--- src/hw/capture_consts.svh ---
// capture front end constants
// widths, buffer depth, version code and register reset values
`ifndef CAPTURE_CONSTS_SVH
`define CAPTURE_CONSTS_SVH

// sample path
`define ADC_W        64      // four 16-bit samples
`define BUF_W        128     // two adc words, first one in the low half
`define BUF_DEPTH    16
`define PTR_W        5       // log2(depth) plus wrap bit

// register port
`define REG_AW       2
`define REG_DW       32

// capture control
`define SYNC_STAGES  3
`define NOISE_PD_W   11
`define NOISE_PD_RST 11'd1524
`define CNT_W        4

// reported in the status word
`define CORE_VER     8'h02

`endif

--- src/hw/capture_cfg_pkg.sv ---
// control side types
// register access, noise period, event counts and capture states
`include "capture_consts.svh"

package capture_cfg_pkg;

  typedef logic [`REG_AW-1:0]     reg_addr_t;
  typedef logic [`REG_DW-1:0]     reg_word_t;
  typedef logic [`NOISE_PD_W-1:0] noise_pd_t;  // half period minus one
  typedef logic [`CNT_W-1:0]      evt_cnt_t;   // wraps

  // capture go machine
  typedef enum logic [1:0] {
    CAP_IDLE,
    CAP_WAIT_ACK,  // request seen, waiting on dac
    CAP_SAVING
  } cap_state_t;

endpackage

--- src/hw/capture_data_pkg.sv ---
// data side types
// adc words, packed buffer words and buffer pointers
`include "capture_consts.svh"

package capture_data_pkg;

  typedef logic [`ADC_W-1:0] adc_word_t;
  typedef logic [`BUF_W-1:0] buf_word_t;

  // msb is the wrap bit, low bits address the memory
  typedef logic [`PTR_W-1:0] buf_ptr_t;

endpackage

--- src/hw/adcfifo_top.sv ---
// adc capture front end top
// registers, capture control, packer, shared buffer and drain
`timescale 1ns/1ps

module adcfifo_top (
  input  logic                        adc_clk,
  input  logic                        arst_n,
  input  logic                        reg_wr,
  input  logic                        reg_rd,
  input  capture_cfg_pkg::reg_addr_t  reg_addr,
  input  capture_cfg_pkg::reg_word_t  reg_wdata,
  output logic                        reg_rvalid,
  output capture_cfg_pkg::reg_word_t  reg_rdata,
  input  logic                        xfer_req,
  input  logic                        dac_ack,
  output logic                        dac_tx,
  output logic                        rxq_sw_ctl,
  input  logic                        adc_wr,
  input  capture_data_pkg::adc_word_t adc_wdata,
  input  logic                        dma_en,
  output logic                        dma_wr,
  output capture_data_pkg::buf_word_t dma_wdata
);

  logic                        txrx_en;
  logic                        meas_noise;
  logic                        search;
  capture_cfg_pkg::noise_pd_t  noise_half_pd;
  logic                        capturing;
  logic                        go_pulse;
  logic                        ovf_evt;
  logic                        wr_en;
  capture_data_pkg::buf_ptr_t  wr_addr;
  capture_data_pkg::buf_word_t wr_data;
  capture_data_pkg::buf_ptr_t  wr_ptr;
  capture_data_pkg::buf_ptr_t  rd_ptr;
  logic                        rd_req;
  capture_data_pkg::buf_ptr_t  rd_addr;
  logic                        rd_gnt;
  logic                        rd_vld;
  capture_data_pkg::buf_word_t rd_data;

  reg_file u_reg_file (
    .adc_clk, .arst_n, .reg_wr, .reg_rd, .reg_addr, .reg_wdata,
    .reg_rvalid, .reg_rdata, .capturing, .go_pulse, .ovf_evt,
    .txrx_en, .meas_noise, .search, .noise_half_pd
  );

  capture_ctrl u_capture_ctrl (
    .adc_clk, .arst_n, .xfer_req, .dac_ack, .txrx_en, .meas_noise, .search,
    .noise_half_pd, .dac_tx, .capturing, .go_pulse, .rxq_sw_ctl
  );

  word_packer u_word_packer (
    .adc_clk, .arst_n, .capturing, .adc_wr, .adc_wdata, .rd_ptr,
    .wr_en, .wr_addr, .wr_data, .wr_ptr, .ovf_evt
  );

  buf_arbiter u_buf_arbiter (
    .adc_clk, .arst_n, .wr_en, .wr_addr, .wr_data,
    .rd_req, .rd_addr, .rd_gnt, .rd_vld, .rd_data
  );

  buf_drain u_buf_drain (
    .adc_clk, .arst_n, .dma_en, .wr_ptr, .rd_gnt, .rd_vld, .rd_data,
    .rd_req, .rd_addr, .rd_ptr, .dma_wr, .dma_wdata
  );

endmodule

--- src/hw/buf_arbiter.sv ---
// shared sample memory
// one write port and one read port, writes win a same-cycle conflict
`timescale 1ns/1ps
`include "capture_consts.svh"

module buf_arbiter (
  input  logic                        adc_clk,
  input  logic                        arst_n,

  // from the packer
  input  logic                        wr_en,
  input  capture_data_pkg::buf_ptr_t  wr_addr,
  input  capture_data_pkg::buf_word_t wr_data,

  // from the drain
  input  logic                        rd_req,
  input  capture_data_pkg::buf_ptr_t  rd_addr,
  output logic                        rd_gnt,
  output logic                        rd_vld,
  output capture_data_pkg::buf_word_t rd_data
);

  capture_data_pkg::buf_word_t mem [`BUF_DEPTH];

  // the packer can't wait, so the read is held off instead
  assign rd_gnt = rd_req && !wr_en;

  always_ff @(posedge adc_clk) begin
    if (wr_en)
      mem[wr_addr[`PTR_W-2:0]] <= wr_data;
    if (rd_gnt)
      rd_data <= mem[rd_addr[`PTR_W-2:0]];  // registered read
  end

  always_ff @(posedge adc_clk or negedge arst_n) begin
    if (!arst_n)
      rd_vld <= 1'b0;
    else
      rd_vld <= rd_gnt;
  end

  // a read held off by a write stays requested at the same slot
  a_held_on_wr: assert property (@(posedge adc_clk) disable iff (!arst_n)
    rd_req && wr_en |=> rd_req && $stable(rd_addr));

  // drain keeps only one read in flight
  a_one_in_flight: assert property (@(posedge adc_clk) disable iff (!arst_n)
    rd_gnt |=> !rd_req);

endmodule

--- src/hw/buf_drain.sv ---
// buffer drain
// owns the read pointer and forwards buffer words as dma strobes
`timescale 1ns/1ps
`include "capture_consts.svh"

module buf_drain (
  input  logic                        adc_clk,
  input  logic                        arst_n,
  input  logic                        dma_en,
  input  capture_data_pkg::buf_ptr_t  wr_ptr,
  input  logic                        rd_gnt,
  input  logic                        rd_vld,
  input  capture_data_pkg::buf_word_t rd_data,
  output logic                        rd_req,
  output capture_data_pkg::buf_ptr_t  rd_addr,
  output capture_data_pkg::buf_ptr_t  rd_ptr,
  output logic                        dma_wr,
  output capture_data_pkg::buf_word_t dma_wdata
);

  logic in_flight;  // granted, data not back yet
  logic empty;

  assign empty   = (wr_ptr == rd_ptr);
  assign rd_req  = dma_en && !empty && !in_flight;  // held until granted
  assign rd_addr = {1'b0, rd_ptr[`PTR_W-2:0]};

  // arbiter data goes straight out
  assign dma_wr    = rd_vld;
  assign dma_wdata = rd_data;

  always_ff @(posedge adc_clk or negedge arst_n) begin
    if (!arst_n) begin
      rd_ptr    <= '0;
      in_flight <= 1'b0;
    end else if (rd_gnt) begin
      rd_ptr    <= rd_ptr + 1'b1;  // slot is free once read is registered
      in_flight <= 1'b1;
    end else if (rd_vld)
      in_flight <= 1'b0;
  end

endmodule

--- src/hw/capture_ctrl.sv ---
// capture go control
// syncs the transfer request and dac ack, runs the capture FSM,
// and toggles the noise measurement switch while capturing
`timescale 1ns/1ps
`include "capture_consts.svh"

module capture_ctrl (
  input  logic                       adc_clk,
  input  logic                       arst_n,
  input  logic                       xfer_req,
  input  logic                       dac_ack,
  input  logic                       txrx_en,
  input  logic                       meas_noise,
  input  logic                       search,
  input  capture_cfg_pkg::noise_pd_t noise_half_pd,
  output logic                       dac_tx,
  output logic                       capturing,
  output logic                       go_pulse,
  output logic                       rxq_sw_ctl
);

  logic [`SYNC_STAGES-1:0]     req_sync;
  logic [`SYNC_STAGES-1:0]     ack_sync;
  logic                        req_s;
  logic                        ack_s;
  capture_cfg_pkg::cap_state_t state;
  logic                        saving_d;
  logic                        noise_en;
  capture_cfg_pkg::noise_pd_t  noise_cnt;

  assign req_s = req_sync[`SYNC_STAGES-1];
  assign ack_s = ack_sync[`SYNC_STAGES-1];

  always_ff @(posedge adc_clk or negedge arst_n) begin
    if (!arst_n) begin
      req_sync <= '0;
      ack_sync <= '0;
      dac_tx   <= 1'b0;
    end else begin
      req_sync <= {req_sync[`SYNC_STAGES-2:0], xfer_req};
      ack_sync <= {ack_sync[`SYNC_STAGES-2:0], dac_ack};
      dac_tx   <= req_s;  // ask the dac for headers
    end
  end

  always_ff @(posedge adc_clk or negedge arst_n) begin
    if (!arst_n) begin
      state    <= capture_cfg_pkg::CAP_IDLE;
      saving_d <= 1'b0;
    end else begin
      saving_d <= capturing;
      if (!txrx_en)
        state <= capture_cfg_pkg::CAP_IDLE;
      else begin
        case (state)
          capture_cfg_pkg::CAP_IDLE:
            if (req_s)
              state <= search ? capture_cfg_pkg::CAP_SAVING : capture_cfg_pkg::CAP_WAIT_ACK;
          capture_cfg_pkg::CAP_WAIT_ACK:
            if (ack_s)
              state <= capture_cfg_pkg::CAP_SAVING;
          // request may drop now, keep saving until txrx_en goes away
          capture_cfg_pkg::CAP_SAVING: state <= capture_cfg_pkg::CAP_SAVING;
          default:                     state <= capture_cfg_pkg::CAP_IDLE;
        endcase
      end
    end
  end

  assign capturing = (state == capture_cfg_pkg::CAP_SAVING);
  assign go_pulse  = capturing && !saving_d;

  // txrx_en term clears the switch on the same edge that capture stops
  assign noise_en = capturing && meas_noise && txrx_en;

  always_ff @(posedge adc_clk or negedge arst_n) begin
    if (!arst_n) begin
      noise_cnt  <= '0;
      rxq_sw_ctl <= 1'b0;
    end else if (!noise_en) begin
      noise_cnt  <= noise_half_pd;
      rxq_sw_ctl <= 1'b0;
    end else if (noise_cnt == '0) begin
      noise_cnt  <= noise_half_pd;  // half_pd+1 cycles per level
      rxq_sw_ctl <= ~rxq_sw_ctl;
    end else
      noise_cnt <= noise_cnt - 1'b1;
  end

  // go only on a legal entry into saving
  a_go_on_entry: assert property (@(posedge adc_clk) disable iff (!arst_n)
    go_pulse |-> $past(txrx_en) &&
                 (($past(state) == capture_cfg_pkg::CAP_WAIT_ACK && $past(ack_s)) ||
                  ($past(state) == capture_cfg_pkg::CAP_IDLE && $past(req_s && search))));

  a_sw_idle_low: assert property (@(posedge adc_clk) disable iff (!arst_n)
    !capturing |-> !rxq_sw_ctl);

endmodule

--- src/hw/reg_file.sv ---
// control and status registers
// also keeps the capture start count and the sticky overflow flag
`timescale 1ns/1ps
`include "capture_consts.svh"

module reg_file (
  input  logic                        adc_clk,
  input  logic                        arst_n,
  input  logic                        reg_wr,
  input  logic                        reg_rd,
  input  capture_cfg_pkg::reg_addr_t  reg_addr,
  input  capture_cfg_pkg::reg_word_t  reg_wdata,
  output logic                        reg_rvalid,
  output capture_cfg_pkg::reg_word_t  reg_rdata,
  input  logic                        capturing,
  input  logic                        go_pulse,
  input  logic                        ovf_evt,
  output logic                        txrx_en,
  output logic                        meas_noise,
  output logic                        search,
  output capture_cfg_pkg::noise_pd_t  noise_half_pd
);

  logic [3:0]                 ctrl_q;     // clr_cnts, search, meas_noise, txrx_en
  logic                       clr_cnts;
  capture_cfg_pkg::evt_cnt_t  start_cnt;
  logic                       ovf_flag;
  capture_cfg_pkg::reg_word_t status;
  capture_cfg_pkg::reg_word_t rd_mux;

  assign txrx_en    = ctrl_q[0];
  assign meas_noise = ctrl_q[1];
  assign search     = ctrl_q[2];
  assign clr_cnts   = ctrl_q[3];  // level, holds counts at zero

  assign status = {`CORE_VER, 16'h0000, start_cnt, 2'b00, ovf_flag, capturing};

  always_ff @(posedge adc_clk or negedge arst_n) begin
    if (!arst_n) begin
      ctrl_q        <= '0;
      noise_half_pd <= `NOISE_PD_RST;
      start_cnt     <= '0;
      ovf_flag      <= 1'b0;
      reg_rvalid    <= 1'b0;
    end else begin
      if (reg_wr && reg_addr == 2'd0)
        ctrl_q <= reg_wdata[3:0];
      if (reg_wr && reg_addr == 2'd1)
        noise_half_pd <= reg_wdata[`NOISE_PD_W-1:0];

      if (clr_cnts) begin
        start_cnt <= '0;
        ovf_flag  <= 1'b0;
      end else begin
        if (go_pulse)
          start_cnt <= start_cnt + 1'b1;  // wraps
        if (ovf_evt)
          ovf_flag <= 1'b1;  // sticky
      end

      reg_rvalid <= reg_rd;
    end
  end

  always_comb begin
    case (reg_addr)
      2'd0:    rd_mux = {{(`REG_DW-4){1'b0}}, ctrl_q};
      2'd1:    rd_mux = {{(`REG_DW-`NOISE_PD_W){1'b0}}, noise_half_pd};
      2'd2:    rd_mux = status;
      default: rd_mux = '0;
    endcase
  end

  always_ff @(posedge adc_clk) begin
    if (reg_rd)
      reg_rdata <= rd_mux;
  end

endmodule

--- src/hw/word_packer.sv ---
// adc word packer
// pairs adc words into buffer words, owns the write pointer, drops on full
`timescale 1ns/1ps
`include "capture_consts.svh"

module word_packer (
  input  logic                        adc_clk,
  input  logic                        arst_n,
  input  logic                        capturing,
  input  logic                        adc_wr,
  input  capture_data_pkg::adc_word_t adc_wdata,
  input  capture_data_pkg::buf_ptr_t  rd_ptr,
  output logic                        wr_en,
  output capture_data_pkg::buf_ptr_t  wr_addr,
  output capture_data_pkg::buf_word_t wr_data,
  output capture_data_pkg::buf_ptr_t  wr_ptr,
  output logic                        ovf_evt
);

  logic                        phase;    // 1 = holding the first word of a pair
  capture_data_pkg::adc_word_t lo_word;
  logic                        full;

  // same slot, opposite lap
  assign full = (wr_ptr[`PTR_W-1] != rd_ptr[`PTR_W-1]) &&
                (wr_ptr[`PTR_W-2:0] == rd_ptr[`PTR_W-2:0]);
  assign wr_addr = {1'b0, wr_ptr[`PTR_W-2:0]};

  always_ff @(posedge adc_clk or negedge arst_n) begin
    if (!arst_n) begin
      phase   <= 1'b0;
      wr_en   <= 1'b0;
      ovf_evt <= 1'b0;
      wr_ptr  <= '0;
    end else begin
      wr_en   <= 1'b0;
      ovf_evt <= 1'b0;
      if (wr_en)
        wr_ptr <= wr_ptr + 1'b1;  // bumps with the memory write
      if (!capturing)
        phase <= 1'b0;
      else if (adc_wr) begin
        phase <= ~phase;
        if (phase) begin
          if (full)
            ovf_evt <= 1'b1;
          else
            wr_en <= 1'b1;
        end
      end
    end
  end

  always_ff @(posedge adc_clk) begin
    if (capturing && adc_wr) begin
      if (!phase)
        lo_word <= adc_wdata;
      else
        wr_data <= {adc_wdata, lo_word};  // first word low
    end
  end

endmodule

--- config.mk ---
export PLATFORM = sky130hd
export DESIGN_NAME = adcfifo_top
export DESIGN_NICKNAME = d
export VERILOG_FILES = /design/src/hw/capture_cfg_pkg.sv /design/src/hw/capture_data_pkg.sv /design/src/hw/adcfifo_top.sv /design/src/hw/buf_arbiter.sv /design/src/hw/buf_drain.sv /design/src/hw/capture_ctrl.sv /design/src/hw/reg_file.sv /design/src/hw/word_packer.sv
export VERILOG_INCLUDE_DIRS = /design/src /design/src/hw
export SDC_FILE = /design/constraint.sdc
export NUM_CORES = 2
export LEC_CHECK = 0
export ABC_AREA = 1
export BUFFER_PORTS_ARGS = -buffer_cell sky130_fd_sc_hd__buf_2
export CAP_MARGIN = 20
export CORE_AREA = 3 3 567 569
export CTS_BUF_LIST = sky130_fd_sc_hd__clkbuf_16
export CTS_CLUSTER_DIAMETER = 120
export DETAILED_ROUTE_END_ITERATION = 10
export DIE_AREA = 0 0 570 572
export PLACE_DENSITY_LB_ADDON = 0.2
export SYNTH_ARGS = -nofsm -noshare
export SYNTH_HDL_FRONTEND = slang
export SYNTH_SLANG_ARGS = --single-unit
--- constraint.sdc ---
create_clock -name adc_clk -period 8.9 [get_ports adc_clk]
set_input_delay 1.78 -clock adc_clk [delete_from_list [all_inputs] [get_ports adc_clk]]
set_output_delay 1.78 -clock adc_clk [all_outputs]
set_load 0.02 [all_outputs]
==> flow_metrics.tcl <==
set metrics [dict create \
    grt-ovfl-total 0 \
    hold_ws_ps 354 \
    cts_tree "built" \
    vdd_drop_max_mv 0.162 \
    syn_area_um2 94900 \
    global_route_wire_length_before_repair_um 407000 \
    timing.critical_path.fanout_max 63 \
    maxSlewViolCount 0 \
    wl_um 288000 \
    fin_nets 7685 \
    synth_xor_area_frac 0.00129 \
    post_cts_resize_count 0 \
    postCtsHoldBufs 0 \
    clock-skew-final_ps 71.7 \
    post-synth-top-area-cell "sky130_fd_sc_hd__edfxtp_1" \
    post-route-min-period_ps 4290 \
    synth_warnings 0 \
    hold_path_startpoint "u_capture_ctrl.req_sync[0]" \
    tns_ps 0 \
    drive_above_1_share 0.0964 \
    layout.cells.most_common "sky130_fd_sc_hd__edfxtp_1" \
    finalSetupViolCount 0 \
    static-leakage-power_nw 38.0 \
    r2r.worst_path.cells 8 \
    critical_path.startpoint_type "flip-flop" \
    clock_sink_count 2438 \
    rows 207 \
    synth.ff_latch_count 2438 \
    detail_route.drc_violations 0 \
    synth_top_area_share 0.753 \
    final-hold-violation-count 0 \
    sequential_share_of_the_synthesized_area 0.768 \
    initial_core_util 0.299 \
    hold-path-cell-count 0 \
    placeable_core_region_um2 317000 \
    dpl.hpwl_um 142000 \
    synth_top_family_by_area "simple AND/OR/NAND/NOR gates" \
    max-cap-violations 0 \
    cts_htree_levels 5 \
    grt_pass1_vias 54700 \
    fmax_ghz 0.233 \
    run_status "finished clean" \
    cts.root.buffer_cell "sky130_fd_sc_hd__clkbuf_16" \
    final_antenna_net_count 0 \
    synth_compound_gate_area_share 0.0329 \
    grt_util_all_layers 0.172 \
    ys_types 38 \
    timing.hold.worst.class "flip-flop to flip-flop" \
    design.die.area_um2 326000 \
    worst_setup_path_end_kind "flip-flop" \
    rsz0062_at_grt "no" \
    reg2reg_setup_slack_ps 4610 \
    post_detailed_route_wirelength_per_cell_um 24.1 \
    clkTransAtPathRegs_ps 60 \
    reg2reg_to "u_buf_arbiter.rd_data[19]" \
    synth-adder-area-share 0.00158 \
    r2r-start "u_buf_drain.rd_ptr[1]" \
    synth_simple_gate_area_share 0.162 \
    grt_start_max_net_pins 205 \
    via_count 57400 \
    detailedRoute.firstPassIterationCount 5 \
    dieHeight_um 572 \
    boundaryPins 270 \
    number_of_buffers_inserted_by_post_cts_setup_repair 0 \
    critPathKind "flip-flop to flip-flop" \
    multiplexer_area_fraction_after_synthesis 0.000237 \
    fillerInstances 30900 \
    synthCells 7394 \
    detail_route.iter0.violations 5466 \
    slew-limit-headroom 0.248 \
    clk_latency_ps 840 \
    io_buffer_count 228 \
    synth.area.top_cells "sky130_fd_sc_hd__edfxtp_1, sky130_fd_sc_hd__nand2_1, sky130_fd_sc_hd__nand3_1" \
    syn_to_final_growth_pct 14.3 \
    die_x_um 570 \
    final_cell_mix "sky130_fd_sc_hd__edfxtp_1, sky130_fd_sc_hd__nand2_1, sky130_fd_sc_hd__nand3_1" \
    initial_antenna_violation_count 56 \
    via_density_per_instance 4.80 \
    arrival_ps 4750 \
    cts_made_buffers 277 \
    synth_area_per_cell_um2 12.8 \
    worst_ep_required_time_ps 9350 \
    min_delay_worst_endpoint "u_capture_ctrl.req_sync[1]" \
    routability_driven_placement_congestion_ratio 0.745 \
    worstMarginPinSlew_ps 1130 \
    p_per_area_nw_per_um2 219 \
    final.period_utilization 0.483 \
    cts-root-to-sink-buffers 4 \
]
## worst max-delay path by stage
stage / from / end / slack, ps / depth (start not counted)
finish: u_buf_drain.rd_ptr[1] / u_buf_arbiter.rd_data[19] / 4610 / 8
global route: u_buf_drain.rd_ptr[0] / u_buf_arbiter.rd_data[67] / 4240 / 9
CTS: u_buf_drain.rd_ptr[1] / u_buf_arbiter.rd_data[35] / 4540 / 8
detailed placement: dma_en / u_buf_arbiter.rd_data[82] / 4080 / 5
global placement: dma_en / u_buf_arbiter.rd_data[101] / 4080 / 5
floorplan: u_word_packer.wr_en / u_buf_arbiter.mem[15][0] / 2160 / 3
## synth_stat cells
master,number
sky130_fd_sc_hd__buf_12,2
sky130_fd_sc_hd__a22o_1,1
sky130_fd_sc_hd__inv_2,2
sky130_fd_sc_hd__o21ai_0,292
sky130_fd_sc_hd__xnor2_1,6
sky130_fd_sc_hd__inv_1,195
sky130_fd_sc_hd__nor3_1,1
sky130_fd_sc_hd__ha_1,12
sky130_fd_sc_hd__nand3b_1,3
sky130_fd_sc_hd__mux2_2,2
sky130_fd_sc_hd__buf_4,58
sky130_fd_sc_hd__buf_6,42
sky130_fd_sc_hd__a31oi_1,1
sky130_fd_sc_hd__nand2_1,2022
sky130_fd_sc_hd__dfrtp_1,51
sky130_fd_sc_hd__nor2_1,594
sky130_fd_sc_hd__a211oi_1,1
sky130_fd_sc_hd__o211ai_1,125
sky130_fd_sc_hd__a21oi_1,82
sky130_fd_sc_hd__dfstp_2,7
sky130_fd_sc_hd__nand4_1,1
sky130_fd_sc_hd__nand3_1,1066
sky130_fd_sc_hd__buf_8,1
sky130_fd_sc_hd__buf_1,52
sky130_fd_sc_hd__xor2_1,8
sky130_fd_sc_hd__edfxtp_1,2380
sky130_fd_sc_hd__conb_1,1
sky130_fd_sc_hd__o21ai_1,51
sky130_fd_sc_hd__o21bai_1,1
sky130_fd_sc_hd__o31ai_1,2
sky130_fd_sc_hd__nor2_2,30
sky130_fd_sc_hd__o22ai_1,2
sky130_fd_sc_hd__buf_2,147
sky130_fd_sc_hd__inv_4,1
sky130_fd_sc_hd__nand3_2,1
sky130_fd_sc_hd__nand2_2,1
sky130_fd_sc_hd__nor3b_1,1
sky130_fd_sc_hd__clkbuf_1,149
## registers in the layout, indices dropped and copies added, names as in the netlist, 2 cells and up
signal	cells
u_reg_file.start_cnt	4
u_word_packer.lo_word	64
u_capture_ctrl.state	2
u_reg_file.ctrl_q	4
u_buf_drain.rd_ptr	5
u_capture_ctrl.ack_sync	3
u_buf_arbiter.mem	2048
u_reg_file.reg_rdata	12
u_word_packer.wr_data	128
u_reg_file.noise_half_pd	11
u_capture_ctrl.req_sync	3
u_buf_arbiter.rd_data	128
u_capture_ctrl.noise_cnt	11
u_word_packer.wr_ptr	5
## layout make-up
| type | instances | area [um2] | area share |
|---|---|---|---|
| diodes | 7 | 17.5 | 0.000161 |
| well taps | 4180 | 5230 | 0.0482 |
| clock inverters | 194 | 1280 | 0.0118 |
| inverters | 198 | 797 | 0.00734 |
| multi-input cells | 4326 | 19000 | 0.175 |
| repair buffers | 326 | 2090 | 0.0193 |
| clock buffers | 286 | 7160 | 0.0659 |
| flip-flops and latches | 2438 | 72900 | 0.672 |
## logic make-up after synthesis
kind of cell / after synthesis
other: 1
AND/OR/NAND/NOR: 3720
buffers and inverters: 649
flip-flops: 2438
adder cells (fa/ha/maj): 12
AO/OA/AOI/OAI: 558
XOR/XNOR: 14
multiplexers: 2
## per-layer routing
layer	global-route usage	vias up	wire length, um
met5	0	-	12
met4	0.0504	2	8190
met3	0.0233	415	17100
met2	0.272	1814	132000
met1	0.247	28800	132000
li1	-	26400	-
## through the flow
| step | instance area, um2 | std cells | util | power, mW | setup WS [ps] |
|---|---|---|---|---|---|
| after floorplan | 95000 | 7413 | - | 13.0 | 2160 |
| after CTS | 109000 | 11900 | 0.342 | 24.0 | 4540 |
| after detailed placement | 100000 | 11500 | 0.315 | 13.2 | 4080 |
| after global placement | 100000 | 11500 | 0.315 | 13.2 | 4080 |
| after global routing | 109000 | 11900 | 0.342 | 24.5 | 4240 |
| final | 109000 | 12000 | 0.342 | 23.7 | 4610 |
## critical path, stage by stage (launching register included)
cell and delay [ps]:
sky130_fd_sc_hd__dfrtp_4 770, sky130_fd_sc_hd__buf_4 660, sky130_fd_sc_hd__buf_4 860, sky130_fd_sc_hd__buf_4 850, sky130_fd_sc_hd__nor2_1 100, sky130_fd_sc_hd__o21ai_1 120, sky130_fd_sc_hd__nand3_1 90, sky130_fd_sc_hd__nand3_1 100
sky130_fd_sc_hd__nand2_1 240
## power breakdown
group,total [mW],internal (mW),switching (mW)
Sequential,12.7,12.6,0.0873
Clock,10.8,6.23,4.54
Combinational,0.301,0.0724,0.228
Power figures use the tool's default switching activity.
